**src/logic/tcdm_group_pkg.sv**
```systemverilog
//////////////////////////////////////////////////
// Word addresses only, there is no byte offset
// Address fields from MSB to LSB: group, tile, row
//////////////////////////////////////////////////

package tcdm_group_pkg;

  localparam int unsigned DATA_WIDTH     = 32;
  localparam int unsigned STRB_WIDTH     = DATA_WIDTH / 8;
  localparam int unsigned TILE_ID_WIDTH  = 2;
  localparam int unsigned ROW_WIDTH      = 8;
  localparam int unsigned GROUP_ID_WIDTH = 1;
  localparam int unsigned ADDR_WIDTH     = GROUP_ID_WIDTH + TILE_ID_WIDTH + ROW_WIDTH;

  // Field offsets within a word address
  localparam int unsigned ROW_LSB   = 0;
  localparam int unsigned TILE_LSB  = ROW_LSB + ROW_WIDTH;
  localparam int unsigned GROUP_LSB = TILE_LSB + TILE_ID_WIDTH;

  typedef logic [DATA_WIDTH-1:0]     data_t;
  typedef logic [STRB_WIDTH-1:0]     strb_t;
  typedef logic [TILE_ID_WIDTH-1:0]  tile_id_t;
  typedef logic [ROW_WIDTH-1:0]      row_t;
  typedef logic [GROUP_ID_WIDTH-1:0] group_id_t;
  typedef logic [ADDR_WIDTH-1:0]     tcdm_addr_t;

  typedef struct packed {
    tcdm_addr_t addr;
    logic       wen;
    data_t      wdata;
    strb_t      be;
  } core_req_t;

  typedef struct packed {
    tcdm_addr_t addr;
    logic       wen;
    data_t      wdata;
    strb_t      be;
    tile_id_t   ini;
  } tcdm_req_t;

  typedef struct packed {
    data_t    rdata;
    tile_id_t ini;
  } tcdm_resp_t;

  function automatic group_id_t addr_group(tcdm_addr_t addr);
    return addr[GROUP_LSB +: GROUP_ID_WIDTH];
  endfunction

  function automatic tile_id_t addr_tile(tcdm_addr_t addr);
    return addr[TILE_LSB +: TILE_ID_WIDTH];
  endfunction

  function automatic row_t addr_row(tcdm_addr_t addr);
    return addr[ROW_LSB +: ROW_WIDTH];
  endfunction

endpackage

```
**src/logic/local_xbar.sv**
```systemverilog
//////////////////////////////////////////////////
// Requests must name a tile below NUM_TILES
// Each master keeps at most one request in flight
//////////////////////////////////////////////////

`timescale 1ns/1ps

module local_xbar #(
  parameter int unsigned NUM_TILES = 4
) (
  input  logic                                       clk_i,
  input  logic                                       rst_n_i,
  // Tile requesters
  input  tcdm_group_pkg::tcdm_req_t  [NUM_TILES-1:0] mst_req_i,
  input  logic                       [NUM_TILES-1:0] mst_req_valid_i,
  output logic                       [NUM_TILES-1:0] mst_req_ready_o,
  output tcdm_group_pkg::data_t      [NUM_TILES-1:0] mst_resp_o,
  output logic                       [NUM_TILES-1:0] mst_resp_valid_o,
  // Tile banks
  output tcdm_group_pkg::tcdm_req_t  [NUM_TILES-1:0] slv_req_o,
  output logic                       [NUM_TILES-1:0] slv_req_valid_o,
  input  logic                       [NUM_TILES-1:0] slv_req_ready_i,
  input  tcdm_group_pkg::tcdm_resp_t [NUM_TILES-1:0] slv_resp_i,
  input  logic                       [NUM_TILES-1:0] slv_resp_valid_i
);
  import tcdm_group_pkg::*;

  // hit[bank][master]
  logic     [NUM_TILES-1:0][NUM_TILES-1:0] hit;
  tile_id_t [NUM_TILES-1:0]                win;
  tile_id_t [NUM_TILES-1:0]                rr_q;

  always_comb begin
    for (int unsigned b = 0; b < NUM_TILES; b++) begin
      for (int unsigned m = 0; m < NUM_TILES; m++) begin
        hit[b][m] = mst_req_valid_i[m] && (addr_tile(mst_req_i[m].addr) == tile_id_t'(b));
      end
    end
  end

  // Round-robin pick, closest to the pointer wins
  always_comb begin
    int unsigned idx;
    win             = '0;
    slv_req_valid_o = '0;
    for (int unsigned b = 0; b < NUM_TILES; b++) begin
      for (int off = NUM_TILES - 1; off >= 0; off--) begin
        idx = (int'(rr_q[b]) + off) % NUM_TILES;
        if (hit[b][idx]) begin
          win[b]             = tile_id_t'(idx);
          slv_req_valid_o[b] = 1'b1;
        end
      end
    end
  end

  always_comb begin
    mst_req_ready_o = '0;
    for (int unsigned b = 0; b < NUM_TILES; b++) begin
      slv_req_o[b] = mst_req_i[win[b]];
      if (slv_req_valid_o[b]) begin
        mst_req_ready_o[win[b]] = slv_req_ready_i[b];
      end
    end
  end

  always_ff @(posedge clk_i or negedge rst_n_i) begin
    if (!rst_n_i) begin
      rr_q <= '0;
    end else begin
      for (int unsigned b = 0; b < NUM_TILES; b++) begin
        if (slv_req_valid_o[b] && slv_req_ready_i[b]) begin
          rr_q[b] <= tile_id_t'((int'(win[b]) + 1) % NUM_TILES);
        end
      end
    end
  end

  // Back to the initiator, one request in flight per master so no clash
  always_comb begin
    mst_resp_o       = '0;
    mst_resp_valid_o = '0;
    for (int unsigned b = 0; b < NUM_TILES; b++) begin
      if (slv_resp_valid_i[b]) begin
        mst_resp_o[slv_resp_i[b].ini]       = slv_resp_i[b].rdata;
        mst_resp_valid_o[slv_resp_i[b].ini] = 1'b1;
      end
    end
  end

endmodule

```
**config.mk**
```make
export PLATFORM = sky130hd
export DESIGN_NAME = local_xbar
export DESIGN_NICKNAME = d
export VERILOG_FILES = /design/src/logic/tcdm_group_pkg.sv /design/src/logic/local_xbar.sv
export SDC_FILE = /design/constraint.sdc
export NUM_CORES = 1
export LEC_CHECK = 0
export ABC_AREA = 0
export ABC_CLOCK_PERIOD_IN_PS = 4800
export BUFFER_PORTS_ARGS = -buffer_cell sky130_fd_sc_hd__buf_2
export CORE_AREA = 10 10 260 262
export DETAILED_ROUTE_END_ITERATION = 8
export DIE_AREA = 0 0 270 272
export HOLD_SLACK_MARGIN = 0.02
export MAX_ROUTING_LAYER = met4
export PLACE_DENSITY = 0.45
export SYNTH_ARGS = -nofsm -noshare
export SYNTH_HDL_FRONTEND = slang
export SYNTH_SLANG_ARGS = --single-unit
```
**constraint.sdc**
```tcl
create_clock -name clk_i -period 4.8 [get_ports clk_i]
set_input_delay 0.24 -clock clk_i [delete_from_list [all_inputs] [get_ports clk_i]]
set_output_delay 0.24 -clock clk_i [all_outputs]
set_load 0.02 [all_outputs]
```
==> Implementation_results.wiki <==
{| class="wikitable"
! Metric !! Value
|-
| Run status || completed
|-
| Area fraction of the dominant cell type after synthesis || 0.176
|-
| CTS max path bufs || 2
|-
| RSZ-0062 raised after global routing || no
|-
| Inst Count DP || 3079
|-
| Proportion of synthesized area in mux cells || 0.152
|-
| Max cap viols || 0
|-
| PwrDens || 220 nW/um^2
|-
| Post-synthesis average cell area || 5.93 sq um
|-
| DR WL/cell || 25.7 um
|-
| Adder-cell area share of the yosys netlist || 0.0150
|-
| Synth Area in Compound Gates || 0.475
|-
| CTS H-Tree Depth || 1
|-
| Clock root buffer || sky130_fd_sc_hd__clkbuf_16
|-
| Vias in the first global route || 16100
|-
| Utilization after layout || 0.229
|-
| Number of sinks driven by the clock tree || 8
|-
| Xor/xnor cell area share of the yosys netlist || 0.000872
|-
| Largest area contributor in the synthesized netlist || sky130_fd_sc_hd__nand2_1
|-
| Number of vias after detailed routing || 16900
|-
| Max Clock Skew || 0.0000782 ns
|-
| Tightest Pin Transition || 1.11 ns
|-
| Hold Violations, Final || 0
|-
| Data arrival time of the critical path || 3.19 ns
|-
| Die width || 270 um
|-
| Leakage power of the design || 0.00630 uW
|-
| Std-Cell Rows || 92
|-
| Registers with the highest flip-flop counts || rr_q x8
|-
| Ys flop type || sky130_fd_sc_hd__dfrtp_1
|-
| Fraction of registers with async set/reset || 1.00
|-
| EDFF count, synth || 0
|-
| Fmax || 292 MHz
|-
| Number of fill cells in the layout || 7338
|-
| Pin count of the biggest net entering global routing || 100
|-
| Starting density of the core || 0.161
|-
| Antenna viol nets, final || 0
|-
| Power after layout || 3150 uW
|-
| Total Routing Usage GR || 0.204
|-
| Number of antenna violations at the first check in global routing || 7
|-
| Placed wire-length estimate after detailed placement || 62.5 mm
|-
| Max FFs per register || 8
|-
| Register area share after synthesis || 0.0199
|-
| Area growth syn-to-layout || 42.7%
|-
| Final Instance Count excl. Fillers || 3088
|-
| Number of pins with negative max-slew slack in the final report || 0
|-
| Net count after synthesis || 2055
|-
| Area inside the core boundary || 62500 sq um
|-
| Post-CTS resize count || 0
|-
| Port-buffer cells || 689
|-
| Maximum fanout encountered on the critical timing path || 44
|-
| Number of warnings issued by yosys || 0
|-
| Total wire length || 79.5 mm
|-
| Setup violators final || 0
|-
| Final cycle utilization of the critical path || 0.714
|-
| Simple-gate area share of the yosys netlist || 0.256
|-
| I/O pin cnt || 690
|-
| Post-synthesis instance total || 1693
|-
| Count leader, synth || sky130_fd_sc_hd__nand2_1
|-
| Highest ir drop seen on vdd || 0.0834 mV
|-
| Main area contributors after synthesis || sky130_fd_sc_hd__nand2_1 (18%), sky130_fd_sc_hd__mux2i_1 (15%), sky130_fd_sc_hd__a21oi_1 (9.8%), sky130_fd_sc_hd__a32oi_1 (8.5%), sky130_fd_sc_hd__a221o_1 (6.4%)
|-
| Clock Latency Late Sink || 0.23 ns
|-
| Worst rel slew slack || 0.254
|-
| Total Nets Final || 2601
|-
| First-pass iteration count of the detailed router || 5
|-
| Sort of element at the end of the critical path || output pin
|-
| Endpoint required time on the critical path || 4.56 ns
|-
| DR iter-0 viols || 2015
|-
| Die outline area || 73400 sq um
|-
| First-pass GRT wire length || 114 mm
|-
| Clock transition at the registers of the reported paths || 0.03 ns
|-
| Via-per-instance ratio || 5.48
|-
| Most frequent cells after synthesis || sky130_fd_sc_hd__nand2_1 (470), sky130_fd_sc_hd__a21oi_1 (197), sky130_fd_sc_hd__clkbuf_1 (149)
|-
| Main combinational cell family by area after synthesis || compound AO/OA/AOI/OAI gates
|-
| Number of remaining DRC errors || 0
|-
| Top reg by flops || rr_q
|-
| Clock tree from TritonCTS || done
|-
| Type of element launching the critical path || input pin
|-
| Netlist cell types || 57
|-
| Critical-path cell with the highest stage delay || sky130_fd_sc_hd__o221a_4
|-
| Total CTS buffers || 3
|-
| Final GP Congestion || 0.932
|-
| Chip height || 272 um
|-
| Hold WC Path Type || in -> reg
|-
| Crit Path Category || in -> out
|-
| Syn Std Cell Area || 10000 sq um
|-
| Largest stage delay on the critical path || 0.81 ns
|-
| Clock period minus final worst setup slack || 3.43 ns
|-
| Worst-path cell chain || buf_2 -> or3b_1 -> o21ai_1 -> o221a_4 -> buf_4 -> mux2i_1 -> mux2i_1 -> buf_2
|-
| Flip-flop and latch count after synthesis || 8
|-
| Share of post-route cells with drive strength above 1 || 0.342
|-
| Final global-route overflow total || 0
|-
| Final sum of negative setup slack || 0 ns
|}
==> critical path: cells and delay by family <==
kind / cells / cell delay [ns]
compound gates: 2 / 1.00
buf+inv: 3 / 0.92
simple gates: 1 / 0.49
mux: 2 / 0.45
==> cell type report <==
class	instances	area, sq um	area share
clock buffer	3	75.1	0.00524
timing repair buffer	730	3830	0.268
tap	846	1060	0.0739
sequential	8	200	0.0140
multi-input combinational	1485	9100	0.635
antenna	5	12.5	0.000873
inverter	11	46.3	0.00323
==> report_power, final <==
part	switching (uW)	total, uW	internal (uW)
Combinational	1980	2900	916
Clock	31.3	139	107
Sequential	25.5	112	86.3
Total	2040	3150	1110
==> routing by layer <==
layer  vias to the layer above  routed length [um]  GRT usage
met2                      1125               38000      0.343
li1                       7548                   -          -
met3                       151                7050     0.0379
met5                         -                   0          -
met1                      8090               30600      0.237
met4                         0                3860     0.0829
==> metrics by stage <==
| step | cell area (sq um) | hold WS [ns] | setup slack [ns] |
|---|---|---|---|
| floorplan | 10000 | -0.0556 | 1.96 |
| CTS | 14300 | 0.324 | 1.39 |
| finish | 14300 | 0.326 | 1.37 |
| detailed placement | 14200 | 0.0969 | 1.40 |
| global placement | 14200 | 0.0925 | 1.44 |
| global route | 14300 | 0.341 | 1.22 |
==> cell usage in the layout (no fill, tap or decap), types with 3 or more instances in the layout <==
master                      count
sky130_fd_sc_hd__and3_1         8
sky130_fd_sc_hd__buf_12         6
sky130_fd_sc_hd__nand3b_1      11
sky130_fd_sc_hd__dfrtp_1        8
sky130_fd_sc_hd__ha_1          12
sky130_fd_sc_hd__o21ai_0       47
sky130_fd_sc_hd__or3b_1         3
sky130_fd_sc_hd__o21ai_1       92
sky130_fd_sc_hd__nand4_1        4
sky130_fd_sc_hd__nand2_1      470
sky130_fd_sc_hd__mux2i_1      147
sky130_fd_sc_hd__mux2_2         5
sky130_fd_sc_hd__o211ai_1       3
sky130_fd_sc_hd__o22ai_1       64
sky130_fd_sc_hd__buf_2        689
sky130_fd_sc_hd__and3b_1        7
sky130_fd_sc_hd__a21oi_1      197
sky130_fd_sc_hd__a32oi_1       97
sky130_fd_sc_hd__a22oi_1       48
sky130_fd_sc_hd__clkinv_2       4
sky130_fd_sc_hd__diode_2        5
sky130_fd_sc_hd__clkbuf_16      3
sky130_fd_sc_hd__a221oi_1      64
sky130_fd_sc_hd__nor3b_2        3
sky130_fd_sc_hd__nor2_1        75
sky130_fd_sc_hd__nand3_1       14
sky130_fd_sc_hd__a221o_1       64
sky130_fd_sc_hd__inv_1          6
sky130_fd_sc_hd__buf_4         34
sky130_fd_sc_hd__o221a_1        4
==> what timing repair did <==
action	4_1_cts	5_1_grt
hold buffers	1	0
buffers inserted	0	0
hold endpoints to repair	8	0
==> worst paths after layout <==
check | slack, ns | cells past startpoint | start | end
max in group asynchronous | 4.20 | 2 | rst_n_i | rr_q[7]$_DFFE_PN0P_
max reg2reg | 2.31 | 6 | rr_q[1]$_DFFE_PN0P_ | rr_q[1]$_DFFE_PN0P_
min reg2reg | 0.58 | 2 | rr_q[0]$_DFFE_PN0P_ | rr_q[0]$_DFFE_PN0P_
min in group asynchronous | 0.43 | 2 | rst_n_i | rr_q[5]$_DFFE_PN0P_
max | 1.37 | 8 | mst_req_i[97] | slv_req_o[16]
min | 0.33 | 3 | slv_req_ready_i[0] | rr_q[0]$_DFFE_PN0P_
==> logic make-up after synthesis <==
kind of cell               Yosys count
xor gates and xnor gates             1
DFF                                  8
muxes                              152
buffers and inverters              200
adders and majority gates           12
and+or+nand+nor                    620
AOI/OAI and AO/OA                  700
(Power assumes the default switching activity.)
